[src/include/vit_mlp_consts.svh]
//--------------------------------------
// Sizes, widths and Q8.8 constants for
// the ViT feed-forward block. Include in
// every file that needs a dimension
//--------------------------------------
`ifndef VIT_MLP_CONSTS_SVH
`define VIT_MLP_CONSTS_SVH

// Layer sizes
`define VIT_HIDDEN_DIM 4            // Input and output vector length
`define VIT_MLP_DIM    8            // Hidden layer length

// Word widths
`define VIT_DATA_W     16           // Q8.8 word
`define VIT_ACC_W      32           // Q16.16 accumulator
`define VIT_WADDR_W    5            // Weight load address
`define VIT_ACT_IDX_W  3            // Hidden buffer index

// Accumulator bit that becomes the Q8.8 LSB
`define VIT_TRUNC_LSB  8

// GELU region edges, integer part only
`define VIT_GELU_LIMIT 2
`define VIT_Q88_HALF   16'sh0080    // 0.5 in Q8.8

// Edge sampling start to edge seeing done
`define VIT_LATENCY    78

`endif
[src/source/vit_mlp_pkg.sv]
//--------------------------------------
// Shared types of the ViT MLP block
// Q8.8 word, vector types and the packed
// port structs for weight load and the
// hidden-activation write port
//--------------------------------------
`include "vit_mlp_consts.svh"

package vit_mlp_pkg;

    // Integer / fraction split of a Q8.8 word
    typedef struct packed {
        logic signed [`VIT_DATA_W-`VIT_TRUNC_LSB-1:0] ipart;  // Floor of value
        logic        [`VIT_TRUNC_LSB-1:0]             fpart;
    } q88_fx_t;

    // One word, two readings
    typedef union packed {
        logic signed [`VIT_DATA_W-1:0] raw;   // Arithmetic view
        q88_fx_t                       fx;    // GELU region decode
    } q88_u;

    // Input and output vector, element 0 in the low bits
    typedef q88_u [`VIT_HIDDEN_DIM-1:0] hid_vec_t;

    //--------------------------------------
    // Port structs
    //--------------------------------------

    // Weight / bias write, only while idle
    typedef struct packed {
        logic                    en;
        logic                    layer;     // 0 fc1, 1 fc2
        logic                    is_bias;   // addr picks bias entry
        logic [`VIT_WADDR_W-1:0] addr;      // out * in_dim + in
        q88_u                    data;
    } wload_t;

    // fc1 to buffer write
    typedef struct packed {
        logic                      en;
        logic [`VIT_ACT_IDX_W-1:0] idx;     // Hidden neuron index
        q88_u                      data;    // Post GELU value
    } act_wr_t;

endpackage

[src/source/mlp_vit.sv]
//--------------------------------------
// ViT encoder MLP, one patch at a time
// start with valid_in launches while
// idle, done with valid_out pulses
// VIT_LATENCY cycles later. Weights go
// in through wload while idle
//--------------------------------------
`timescale 1ns/100ps
`include "vit_mlp_consts.svh"

module mlp_vit import vit_mlp_pkg::*; (
    input  logic     clk,
    input  logic     rst,
    input  logic     start,
    input  logic     valid_in,
    input  hid_vec_t x,
    input  wload_t   wload,       // Shared by both layers
    output hid_vec_t y,
    output logic     valid_out,
    output logic     done
);

    logic                      launch;
    logic                      fc1_busy;
    logic                      fc2_busy;
    act_wr_t                   act_wr;     // fc1 to buffer
    logic [`VIT_ACT_IDX_W-1:0] rd_idx;     // fc2 read address
    q88_u                      rd_data;
    logic                      full;

    //--------------------------------------
    // Launch gate
    //--------------------------------------
    // Requests while either layer runs are dropped
    assign launch = start && valid_in && !fc1_busy && !fc2_busy;

    fc1_gelu_stage u_fc1 (
        .clk    (clk),
        .rst    (rst),
        .launch (launch),
        .x      (x),
        .wload  (wload),
        .act_wr (act_wr),
        .busy   (fc1_busy)
    );

    // Launch also empties the buffer
    act_buffer u_buf (
        .clk     (clk),
        .rst     (rst),
        .clear   (launch),
        .act_wr  (act_wr),
        .rd_idx  (rd_idx),
        .rd_data (rd_data),
        .full    (full)
    );

    fc2_stage u_fc2 (
        .clk       (clk),
        .rst       (rst),
        .full      (full),
        .rd_data   (rd_data),
        .wload     (wload),
        .rd_idx    (rd_idx),
        .y         (y),
        .done      (done),
        .valid_out (valid_out),
        .busy      (fc2_busy)
    );

endmodule

[src/source/fc2_stage.sv]
//--------------------------------------
// Second linear layer. Starts when the
// buffer turns full, runs MLP_DIM MAC
// cycles plus a finish cycle per output
// and commits y with a done pulse
//--------------------------------------
`timescale 1ns/100ps
`include "vit_mlp_consts.svh"

module fc2_stage import vit_mlp_pkg::*; (
    input  logic                      clk,
    input  logic                      rst,
    input  logic                      full,
    input  q88_u                      rd_data,
    input  wload_t                    wload,
    output logic [`VIT_ACT_IDX_W-1:0] rd_idx,
    output hid_vec_t                  y,
    output logic                      done,
    output logic                      valid_out,
    output logic                      busy
);

    localparam int K_W  = $clog2(`VIT_MLP_DIM);
    localparam int O_W  = $clog2(`VIT_HIDDEN_DIM);
    localparam int WA_W = `VIT_WADDR_W;

    q88_u w2 [`VIT_HIDDEN_DIM*`VIT_MLP_DIM];
    q88_u b2 [`VIT_HIDDEN_DIM];

    logic                         run;
    logic                         full_q;     // Previous full for start edge
    logic                         start_pend;
    logic [K_W:0]                 k_cnt;      // MLP_DIM means finish cycle
    logic [O_W-1:0]               o_cnt;
    logic                         finish;
    logic signed [`VIT_ACC_W-1:0] acc;
    logic signed [`VIT_ACC_W-1:0] prod;
    logic [WA_W-1:0]              w_idx;
    hid_vec_t                     stage;      // Outputs so far
    hid_vec_t                     stage_nxt;

    always_ff @(posedge clk) begin
        if (wload.en && wload.layer) begin
            if (wload.is_bias)
                b2[wload.addr[O_W-1:0]] <= wload.data;
            else
                w2[wload.addr] <= wload.data;
        end
    end

    assign start_pend = full && !full_q && !run;   // First full cycle
    assign busy       = run || start_pend;
    assign finish     = run && (k_cnt == `VIT_MLP_DIM);
    assign rd_idx     = k_cnt[K_W-1:0];
    assign w_idx      = WA_W'(o_cnt * `VIT_MLP_DIM) + WA_W'(k_cnt[K_W-1:0]);
    assign prod       = rd_data.raw * w2[w_idx].raw;

    always_comb begin
        stage_nxt            = stage;
        stage_nxt[o_cnt].raw = acc[`VIT_TRUNC_LSB +: `VIT_DATA_W] + b2[o_cnt].raw;
    end

    always_ff @(posedge clk) begin
        if (finish)
            stage <= stage_nxt;
    end

    //--------------------------------------
    // Output / input sequencing
    //--------------------------------------
    always_ff @(posedge clk or posedge rst) begin
        if (rst) begin
            run       <= 1'b0;
            full_q    <= 1'b0;
            k_cnt     <= '0;
            o_cnt     <= '0;
            acc       <= '0;
            y         <= '0;
            done      <= 1'b0;
            valid_out <= 1'b0;
        end else begin
            full_q    <= full;
            done      <= 1'b0;                     // Single-cycle pulses
            valid_out <= 1'b0;
            if (start_pend) begin
                run   <= 1'b1;
                k_cnt <= '0;
                o_cnt <= '0;
                acc   <= '0;
            end else if (finish) begin
                acc   <= '0;
                k_cnt <= '0;
                o_cnt <= o_cnt + 1'b1;
                if (o_cnt == O_W'(`VIT_HIDDEN_DIM-1)) begin
                    run       <= 1'b0;
                    y         <= stage_nxt;        // Includes last output
                    done      <= 1'b1;
                    valid_out <= 1'b1;
                end
            end else if (run) begin
                acc   <= acc + prod;
                k_cnt <= k_cnt + 1'b1;
            end
        end
    end

endmodule

[src/source/act_buffer.sv]
//--------------------------------------
// Hidden activation store between the
// two layers. fc1 fills it by index,
// full tells fc2 to start, fc2 reads
// it back combinationally by index
//--------------------------------------
`timescale 1ns/100ps
`include "vit_mlp_consts.svh"

module act_buffer import vit_mlp_pkg::*; (
    input  logic                      clk,
    input  logic                      rst,
    input  logic                      clear,    // New patch, drop fill count
    input  act_wr_t                   act_wr,
    input  logic [`VIT_ACT_IDX_W-1:0] rd_idx,
    output q88_u                      rd_data,
    output logic                      full
);

    localparam int CNT_W = $clog2(`VIT_MLP_DIM + 1);

    q88_u             mem [`VIT_MLP_DIM];   // One word per hidden neuron
    logic [CNT_W-1:0] fill_cnt;

    // Payload
    always_ff @(posedge clk) begin
        if (act_wr.en)
            mem[act_wr.idx] <= act_wr.data;
    end

    // Fill count, clear wins
    always_ff @(posedge clk or posedge rst) begin
        if (rst) begin
            fill_cnt <= '0;
        end else if (clear) begin
            fill_cnt <= '0;
        end else if (act_wr.en) begin
            fill_cnt <= fill_cnt + 1'b1;
        end
    end

    assign full    = (fill_cnt == CNT_W'(`VIT_MLP_DIM));   // Eighth write landed
    assign rd_data = mem[rd_idx];

endmodule

[src/source/fc1_gelu_stage.sv]
//--------------------------------------
// First linear layer plus GELU
// Captures x on launch, then for each
// hidden neuron runs HIDDEN_DIM MAC
// cycles and one finish cycle that
// writes the activation to the buffer
//--------------------------------------
`timescale 1ns/100ps
`include "vit_mlp_consts.svh"

module fc1_gelu_stage import vit_mlp_pkg::*; (
    input  logic     clk,
    input  logic     rst,
    input  logic     launch,     // Accept x, start neuron 0
    input  hid_vec_t x,
    input  wload_t   wload,
    output act_wr_t  act_wr,     // One write per neuron
    output logic     busy
);

    localparam int IN_W = $clog2(`VIT_HIDDEN_DIM);
    localparam int N_W  = $clog2(`VIT_MLP_DIM);
    localparam int WA_W = `VIT_WADDR_W;

    // Weight store, loaded from outside
    q88_u w1 [`VIT_MLP_DIM*`VIT_HIDDEN_DIM];
    q88_u b1 [`VIT_MLP_DIM];

    hid_vec_t                     x_r;       // Captured patch vector
    logic [IN_W:0]                in_cnt;    // HIDDEN_DIM means finish cycle
    logic [N_W-1:0]               n_cnt;     // Current neuron
    logic signed [`VIT_ACC_W-1:0] acc;
    logic signed [`VIT_ACC_W-1:0] prod;
    logic [WA_W-1:0]              w_idx;
    logic                         finish;
    q88_u                         pre_act;   // Truncated sum plus bias

    // Piecewise GELU, region picked from integer part
    function automatic q88_u gelu(input q88_u v);
        q88_u r;
        if (v.fx.ipart < -(`VIT_GELU_LIMIT)) begin
            r = '0;                                  // Far negative
        end else if (v.fx.ipart >= `VIT_GELU_LIMIT) begin
            r = v;                                   // Linear tail
        end else begin
            r.raw = (v.raw >>> 1) + `VIT_Q88_HALF;   // 0.5*v + 0.5
        end
        return r;
    endfunction

    //--------------------------------------
    // Weight and bias writes, layer 0
    //--------------------------------------
    always_ff @(posedge clk) begin
        if (wload.en && !wload.layer) begin
            if (wload.is_bias)
                b1[wload.addr[N_W-1:0]] <= wload.data;
            else
                w1[wload.addr] <= wload.data;
        end
    end

    always_ff @(posedge clk) begin
        if (launch)
            x_r <= x;
    end

    // Datapath
    assign finish = busy && (in_cnt == `VIT_HIDDEN_DIM);
    assign w_idx  = WA_W'(n_cnt * `VIT_HIDDEN_DIM) + WA_W'(in_cnt[IN_W-1:0]);
    assign prod   = x_r[in_cnt[IN_W-1:0]].raw * w1[w_idx].raw;

    always_comb begin
        pre_act.raw = acc[`VIT_TRUNC_LSB +: `VIT_DATA_W] + b1[n_cnt].raw;  // 16-bit wrap
        act_wr.en   = finish;
        act_wr.idx  = n_cnt;
        act_wr.data = gelu(pre_act);
    end

    //--------------------------------------
    // Neuron / input sequencing
    //--------------------------------------
    always_ff @(posedge clk or posedge rst) begin
        if (rst) begin
            busy   <= 1'b0;
            in_cnt <= '0;
            n_cnt  <= '0;
            acc    <= '0;
        end else if (launch) begin
            busy   <= 1'b1;
            in_cnt <= '0;
            n_cnt  <= '0;
            acc    <= '0;
        end else if (busy) begin
            if (finish) begin
                acc    <= '0;                        // Fresh sum for next neuron
                in_cnt <= '0;
                n_cnt  <= n_cnt + 1'b1;
                if (n_cnt == N_W'(`VIT_MLP_DIM-1))
                    busy <= 1'b0;                    // Last write this cycle
            end else begin
                acc    <= acc + prod;
                in_cnt <= in_cnt + 1'b1;
            end
        end
    end

endmodule

[config.mk]
export PLATFORM = sky130hd
export DESIGN_NAME = mlp_vit
export DESIGN_NICKNAME = d
export VERILOG_FILES = /design/src/source/vit_mlp_pkg.sv /design/src/source/mlp_vit.sv /design/src/source/fc2_stage.sv /design/src/source/act_buffer.sv /design/src/source/fc1_gelu_stage.sv
export VERILOG_INCLUDE_DIRS = /design/src /design/src/include
export SDC_FILE = /design/constraint.sdc
export NUM_CORES = 2
export LEC_CHECK = 0
export ABC_AREA = 1
export BUFFER_PORTS_ARGS = -buffer_cell sky130_fd_sc_hd__buf_2
export CAP_MARGIN = 0
export CELL_PAD_IN_SITES_DETAIL_PLACEMENT = 1
export CELL_PAD_IN_SITES_GLOBAL_PLACEMENT = 2
export CORE_MARGIN = 3
export CORE_UTILIZATION = 39
export DETAILED_ROUTE_END_ITERATION = 8
export GPL_ROUTABILITY_DRIVEN = 0
export HOLD_SLACK_MARGIN = 0.05
export PLACE_DENSITY_LB_ADDON = 0.1
export SYNTH_ARGS = -nofsm -noshare
export SYNTH_HDL_FRONTEND = slang
export SYNTH_SLANG_ARGS = --single-unit
[constraint.sdc]
create_clock -name clk -period 7.15 [get_ports clk]
set_clock_uncertainty 0.05 [all_clocks]
set_input_delay 0.715 -clock clk [delete_from_list [all_inputs] [get_ports clk]]
set_output_delay 0.715 -clock clk [all_outputs]
set_load 0.02 [all_outputs]
# Yosys cells after proc, flatten, opt, wreduce, memory -nomap -nowiden

Memories as Yosys holds them, arrays and structs flattened.
Index checks and enable logic that the tools add are counted.

Memories: 5
Bits of input ports: 92
Register bits after elaboration: 276
Bits in writable memories: 1344
Output and inout bits: 66

Memory list:

| name      | words | bits a word | read ports | clocked after memory_dff | write ports | line                 | RTL |
|---|---|---|---|---|---|---|---|
| u_fc1.w1  | 32    | 16          | 1          | 0                        | 1           | fc1_gelu_stage.sv:26 | `` q88_u w1 [`VIT_MLP_DIM*`VIT_HIDDEN_DIM]; `` |
| u_fc2.w2  | 32    | 16          | 1          | 0                        | 1           | fc2_stage.sv:27      | `` q88_u w2 [`VIT_HIDDEN_DIM*`VIT_MLP_DIM]; `` |
| u_buf.mem | 8     | 16          | 1          | 0                        | 1           | act_buffer.sv:22     | `` q88_u mem [`VIT_MLP_DIM]; `` |
| u_fc1.b1  | 8     | 16          | 1          | 0                        | 1           | fc1_gelu_stage.sv:27 | `` q88_u b1 [`VIT_MLP_DIM]; `` |
| u_fc2.b2  | 4     | 16          | 1          | 0                        | 1           | fc2_stage.sv:28      | `` q88_u b2 [`VIT_HIDDEN_DIM]; `` |

Reductions and logical operators: 24
Order comparisons: 5
Muxes and demuxes: 48
Equal/unequal tests: 5
$add $sub $neg: 12
$mul: 2
Bitwise logic cells: 1

Operators with widths:

| cell                    | number |
|---|---|
| $mux W32                | 6 |
| $add A32 B32 Y32        | 2 |
| $bwmux W64              | 1 |
| $mul A16 B16 Y32        | 2 |
| $mux W16                | 4 |
| $add A16 B16 Y16        | 2 |
| $bmux W16 S2            | 1 |
| $demux W16 S2           | 1 |
| $mux W1                 | 22 |
| $mux W4                 | 5 |
| $mux W3                 | 6 |
| $add A15 B9 Y16 const B | 1 |
| $logic_and A1 B1 Y1     | 10 |
| $add A4 B1 Y4 const B   | 2 |
| $eq A4 B4 Y1 const B    | 2 |
| $ge A8 B3 Y1 const B    | 1 |
| $lt A8 B2 Y1 const B    | 1 |
| $reduce_bool A2 Y1      | 4 |
| $add A3 B1 Y3 const B   | 2 |
| $eq A3 B3 Y1 const B    | 2 |
| $lt A2 B3 Y1 const B    | 2 |
| $add A5 B2 Y5           | 1 |
| $add A5 B3 Y5           | 1 |
| $logic_not A1 Y1        | 5 |
| 9 further kinds         | 11 |

# Longest topological paths before layout

Depth after elaboration: 8
Depth in mapped cells: 41
Mapped depth without buffers: 37

# By module

From an unflattened synthesis, not the netlist that was laid out.

Cells, all modules: 7586
Area total of the unflattened synthesis: 81977.4 µm²

Modules (own cells, without submodules):

| module         | area each (µm²) | cells an instance | instances |
|---|---|---|---|
| fc1_gelu_stage | 38554.5         | 3525              | 1 |
| fc2_stage      | 37512.2         | 3458              | 1 |
| act_buffer     | 5889.4          | 598               | 1 |
| mlp_vit        | 21.3            | 5                 | 1 |

# Worst setup path before layout

OpenSTA, ideal clock, no wires.

Path kind: reg-to-reg
Start point: reg u_fc2.k_cnt[0]
End point: reg u_fc2.acc[22]
Data arrival time: 6.958 ns
Period minus slack after synthesis: 7.125 ns
Library setup time: 0.117 ns
Buffers on the path: 5
Cell stages (with the launch flop): 39
Path slack: 0.025 ns
Required time: 6.983 ns
Cells stage by stage: dfrtp_1 buf_6 inv_6 buf_6 buf_4 buf_4 clkbuf_1 nor2_1 o22ai_1 o21ai_0 o21ai_0 nand2_1 inv_1 nand2_1 fa_1 inv_1 fa_1 inv_1 (+3 left out) fa_1 inv_1 fa_1 inv_1 ha_1 nand2_1 nor3_1 nor3b_1 nand3_1 nand3_1 nand2_1 inv_1 nor2_1 inv_1 a21oi_1 or2_2 nand3_1 nand2_1

Longest elaborated chain between the ends: 7
Elaborated cells on any way between the ends: 11

RTL lines:

| element                | line             | RTL |
|---|---|---|
| start, declared        | fc2_stage.sv:33  | `logic [K_W:0] k_cnt;` |
| start signal, assigned | fc2_stage.sv:102 | `k_cnt <= k_cnt + 1'b1;` |
| $add A5 B3 Y5          | fc2_stage.sv:55  | `` assign w_idx = WA_W'(o_cnt * `VIT_MLP_DIM) + WA_W'(k_cnt[K_W-1:0]); `` |
| $mem_v2 Z32 W16        | --               |  |
| $mul A16 B16 Y32       | fc2_stage.sv:56  | `assign prod = rd_data.raw * w2[w_idx].raw;` |
| $add A32 B32 Y32       | fc2_stage.sv:101 | `acc <= acc + prod;` |
| $mux W32               | fc2_stage.sv:100 | `end else if (run) begin` |
| $mux W32               | fc2_stage.sv:90  | `end else if (finish) begin` |
| $mux W32               | fc2_stage.sv:85  | `if (start_pend) begin` |
| end signal, assigned   | fc2_stage.sv:101 |  |
| end, declared          | fc2_stage.sv:36  | `` logic signed [`VIT_ACC_W-1:0] acc; `` |

Parallel ways exist; a longest one is shown, timed or not. The select of a mux whose other input is x is not followed.
A chain may end at the register's enable or synchronous reset.

# Final worst setup path

Start point: reg u_fc2.k_cnt[1]
End point: reg u_fc2.acc[22]

Same word-level chain as after synthesis.

==> flow_metrics.env <==
export IMPL_core_sq_um=205400
export IMPL_hold_viol=0
export IMPL_dp_hpwl_microns=180800
export IMPL_period_minus_slack_ps=7295
export IMPL_drv_cap=0
export IMPL_cp_slowest_stage_delay_ps=540
export IMPL_synth_compound_area_share_pct=7.786
export IMPL_ys_types=62
export IMPL_drt_drc_violations_left=0
export IMPL_vias_per_cell=5.227
export IMPL_r2r_start="u_fc2.k_cnt[1]$_DFFE_PP0P_"
export IMPL_synthCells=7228
export IMPL_worstHoldStart="wload[6]"
export IMPL_yosys_warnings=0
export IMPL_cts_sinks=1588
export IMPL_fin_ws_ps=-144.9
export IMPL_syn_to_final_growth_pct=23.85
export IMPL_first_pass_iters=6
export IMPL_rsz0062_at_grt="true"
export IMPL_vias=57340
export IMPL_critPathSlowestCell="fa_1"
export IMPL_dieArea_sq_um=212700
export IMPL_avgSynthCellArea_sq_um=11.18
export IMPL_async_flop_share_pct=8.312
export IMPL_synth_fa_ha_area_share_pct=13.60
export IMPL_crit_path_start_kind="flip-flop"
export IMPL_grt_pass1_wl_microns=400600
export IMPL_violations="negative setup slack"
export IMPL_tightest_slew_ps=1246
export IMPL_crit_type="reg2reg"
export IMPL_cp_max_fo=7
export IMPL_cp_end_kind="flip-flop"
export IMPL_antenna_found_initial=13
export IMPL_overflow=0
export IMPL_required_ps=7770
export IMPL_drive_gt1_share_pct=21.16
export IMPL_die_y_microns=461.2
export IMPL_finalSetupViolCount=5
export IMPL_fin_crit_sh_pct=102.0
export IMPL_grt_max_degree=77
export IMPL_drv_slew=0
export IMPL_synth_edf_count=1456
export IMPL_ant_nets=0
export IMPL_ys_ff_latch=1588
export IMPL_synth_top_family_by_area="adder cells"
export IMPL_io_buffers=157
export IMPL_place_ws_ps=-758.5
export IMPL_cts_tree="done"
export IMPL_fmax_ghz=0.1371
export IMPL_syn_num_nets=7946
export IMPL_netlist_area_sq_um=80800
export IMPL_setup_worst_path_start="u_fc2.k_cnt[1]$_DFFE_PP0P_"
export IMPL_clk_pin_slew_ps=60
export IMPL_start_util_pct=39.33
export IMPL_io_pins=158
export IMPL_initialDrtViolationCount=3990
export IMPL_synth_seq_area_share_pct=58.20
export IMPL_worstPathArrival_ps=7920
export IMPL_synthMuxAreaShare_pct=0
export IMPL_row_count=166
export IMPL_ys_flop_type="edfxtp_1"
export IMPL_dieWidth_microns=461.2
export IMPL_status="complete, but fails checks"
export IMPL_first_global_vias=61840
export IMPL_critPathMostFrequentCell="fa_1"
export IMPL_hp_class="in2reg"
export IMPL_wl_microns=267600
export IMPL_synth_simple_area_share_pct=13.56
export IMPL_cts_max_path_buffers=3
export IMPL_synth_xor_area_share_pct=0.7464
export IMPL_root_buffer="clkbuf_16"
export IMPL_htree_num_levels=4
export IMPL_cts_buffers=175
export IMPL_clk_latency_ps=850
export IMPL_wl_per_cell_microns=24.39
export IMPL_grt_usage_pct=25.31
export IMPL_final_nets=8848
export IMPL_relSlewSlack_pct=16.85
cell usage after synthesis, types with 12 or more instances:
| cell type | number | area share (%) |
|---|---|---|
| a21oi_1 | 108 | 0.67 |
| nor3_1 | 24 | 0.15 |
| edfxtp_1 | 1456 | 54 |
| inv_2 | 31 | 0.14 |
| inv_1 | 791 | 3.7 |
| buf_1 | 15 | 0.070 |
| o221ai_1 | 37 | 0.40 |
| xor2_1 | 31 | 0.34 |
| nor2_1 | 914 | 4.2 |
| fa_1 | 420 | 10 |
| nand2_1 | 1377 | 6.4 |
| buf_6 | 36 | 0.50 |
| o21ai_2 | 12 | 0.13 |
| xnor2_1 | 27 | 0.29 |
| dfrtp_1 | 132 | 4.1 |
| o21ai_1 | 88 | 0.55 |
| a221oi_1 | 21 | 0.23 |
| nand4_1 | 24 | 0.19 |
| a22oi_1 | 24 | 0.22 |
| buf_2 | 94 | 0.58 |
| buf_4 | 60 | 0.56 |
| nand3_1 | 354 | 2.2 |
| ha_1 | 206 | 3.2 |
| clkbuf_1 | 112 | 0.52 |
| o22ai_1 | 151 | 1.2 |
| o21ai_0 | 531 | 3.3 |
| a22o_1 | 35 | 0.38 |
what timing repair did:
| action | 4_1_cts | 5_1_grt |
|---|---|---|
| endpoints found under the hold margin | 118 | 0 |
| gates resized for setup | 459 | 248 |
| cloned | 27 | 5 |
| hold buffers | 65 | 0 |
| buffers inserted | 97 | 30 |
| setup endpoints to repair | 22 | 23 |
| pin swaps | 147 | 122 |
layout by cell type (no fill, tap or decap), drive strengths merged, types with 9 or more instances in the layout:
cell type	netlist	layout
a221oi	22	22
a22o	35	35
o211ai	10	10
a21oi	108	108
ha	206	206
xnor2	27	27
or2	9	9
fa	420	420
dfrtp	132	132
dlygate4sd3	0	65
o221ai	37	37
bufinv	0	9
bufbuf	0	14
nand4	25	25
clkinv	9	74
o22ai	151	151
inv	823	835
nor2	919	919
nand3	356	356
a31oi	11	11
buf	205	953
a22oi	24	24
a32oi	16	16
nand2	1388	1389
diode	0	12
clkbuf	113	233
nor3	25	25
edfxtp	1456	1456
xor2	34	34
o21ai	634	634
path summary, 6_finish.rpt:
path | end | slack, ps | depth (start not counted)
worst max-delay path | u_fc2.acc[22]$_DFFE_PP0P_ | -140 | 38
worst min-delay path | u_fc2.b2[2][6]$_DFFE_PP_ | 220 | 1
worst max register to register | u_fc2.acc[22]$_DFFE_PP0P_ | -140 | 38
worst min register to register | u_fc2.y[33]$_DFFE_PP0P_ | 420 | 2
max in group asynchronous | u_fc2.y[20]$_DFFE_PP0P_ | 5120 | 4
min in group asynchronous | u_fc1.in_cnt[0]$_DFFE_PP0N_ | 590 | 3
sequential cells by signal, summed over array words and instances, names as in the netlist:
name	cells
u_fc2.w2	512
u_fc2.stage	48
u_fc1.b1	128
u_fc1.acc	24
u_fc2.done	1
u_fc1.busy	1
u_fc2.full_q	1
u_fc1.in_cnt	3
u_buf.fill_cnt	4
u_fc1.n_cnt	3
u_fc1.x_r	64
u_fc2.y	64
u_fc2.o_cnt	2
u_fc2.run	1
u_fc2.acc	24
u_fc2.b2	64
u_fc1.w1	512
u_buf.mem	128
u_fc2.k_cnt	4
worst max-delay path: cells and delay by family, from the launching register on:
| kind | cells | cell delay (ps) |
|---|---|---|
| compound gates | 4 | 490 |
| fa+ha+maj | 7 | 3300 |
| buf+inv | 14 | 1300 |
| flops | 1 | 520 |
| simple gates | 13 | 1470 |
logic make-up (layout without fill, tap and decap cells):
logic type | count (synthesis) | in the layout
flops | 1588 | 1588
other cells | 0 | 12
fa+ha+maj | 626 | 626
simple gates | 2735 | 2736
compound gates | 1066 | 1066
buf+inv | 1150 | 2191
xor+xnor | 63 | 63
final cells by class:
| type | instances | area (sq um) |
|---|---|---|
| Fill cell | 21590 | 105300 |
| Sequential cell | 1588 | 47050 |
| Multi-Input combinational cell | 4491 | 30970 |
| Timing Repair Buffer | 1037 | 9768 |
| Clock buffer | 228 | 4649 |
| Tap cell | 2688 | 3363 |
| Inverter | 832 | 3229 |
| Clock inverter | 89 | 945.9 |
| Timing Repair inverter | 5 | 66.31 |
| Antenna cell | 12 | 30.03 |
stage by stage:
| stage | cells | cell area, sq um | util, % | setup TNS, ps | hold WS [ps] |
|---|---|---|---|---|---|
| 6_report | 10970 | 100100 | 48.72 | -515.8 | 216.9 |
| 5_1_grt | 10970 | 100100 | 48.71 | -3375 | 182.1 |
| 4_1_cts | 10930 | 98900 | 48.15 | -496.0 | 157.4 |
| 3_5_place_dp | 10430 | 89480 | 43.56 | -6972 | 410.0 |
| 3_3_place_gp | 10430 | 89480 | 43.56 | -5521 | 401.1 |
| 2_1_floorplan | 7228 | 80800 | - | 0 | 399.1 |
metal layers:
| layer | vias up | global-route usage, % | wire (microns) |
|---|---|---|---|
| met5 | - | 0 | 12 |
| met4 | 2 | 6.846 | 7466 |
| met3 | 316 | 2.681 | 9983 |
| met2 | 1126 | 43.78 | 133100 |
| met1 | 29670 | 33.90 | 117000 |
| li1 | 26230 | - | - |
Power is left out: the tool's default activity adds up to more than one toggle a clock period on the data nets, which glitch-free logic cannot reach.
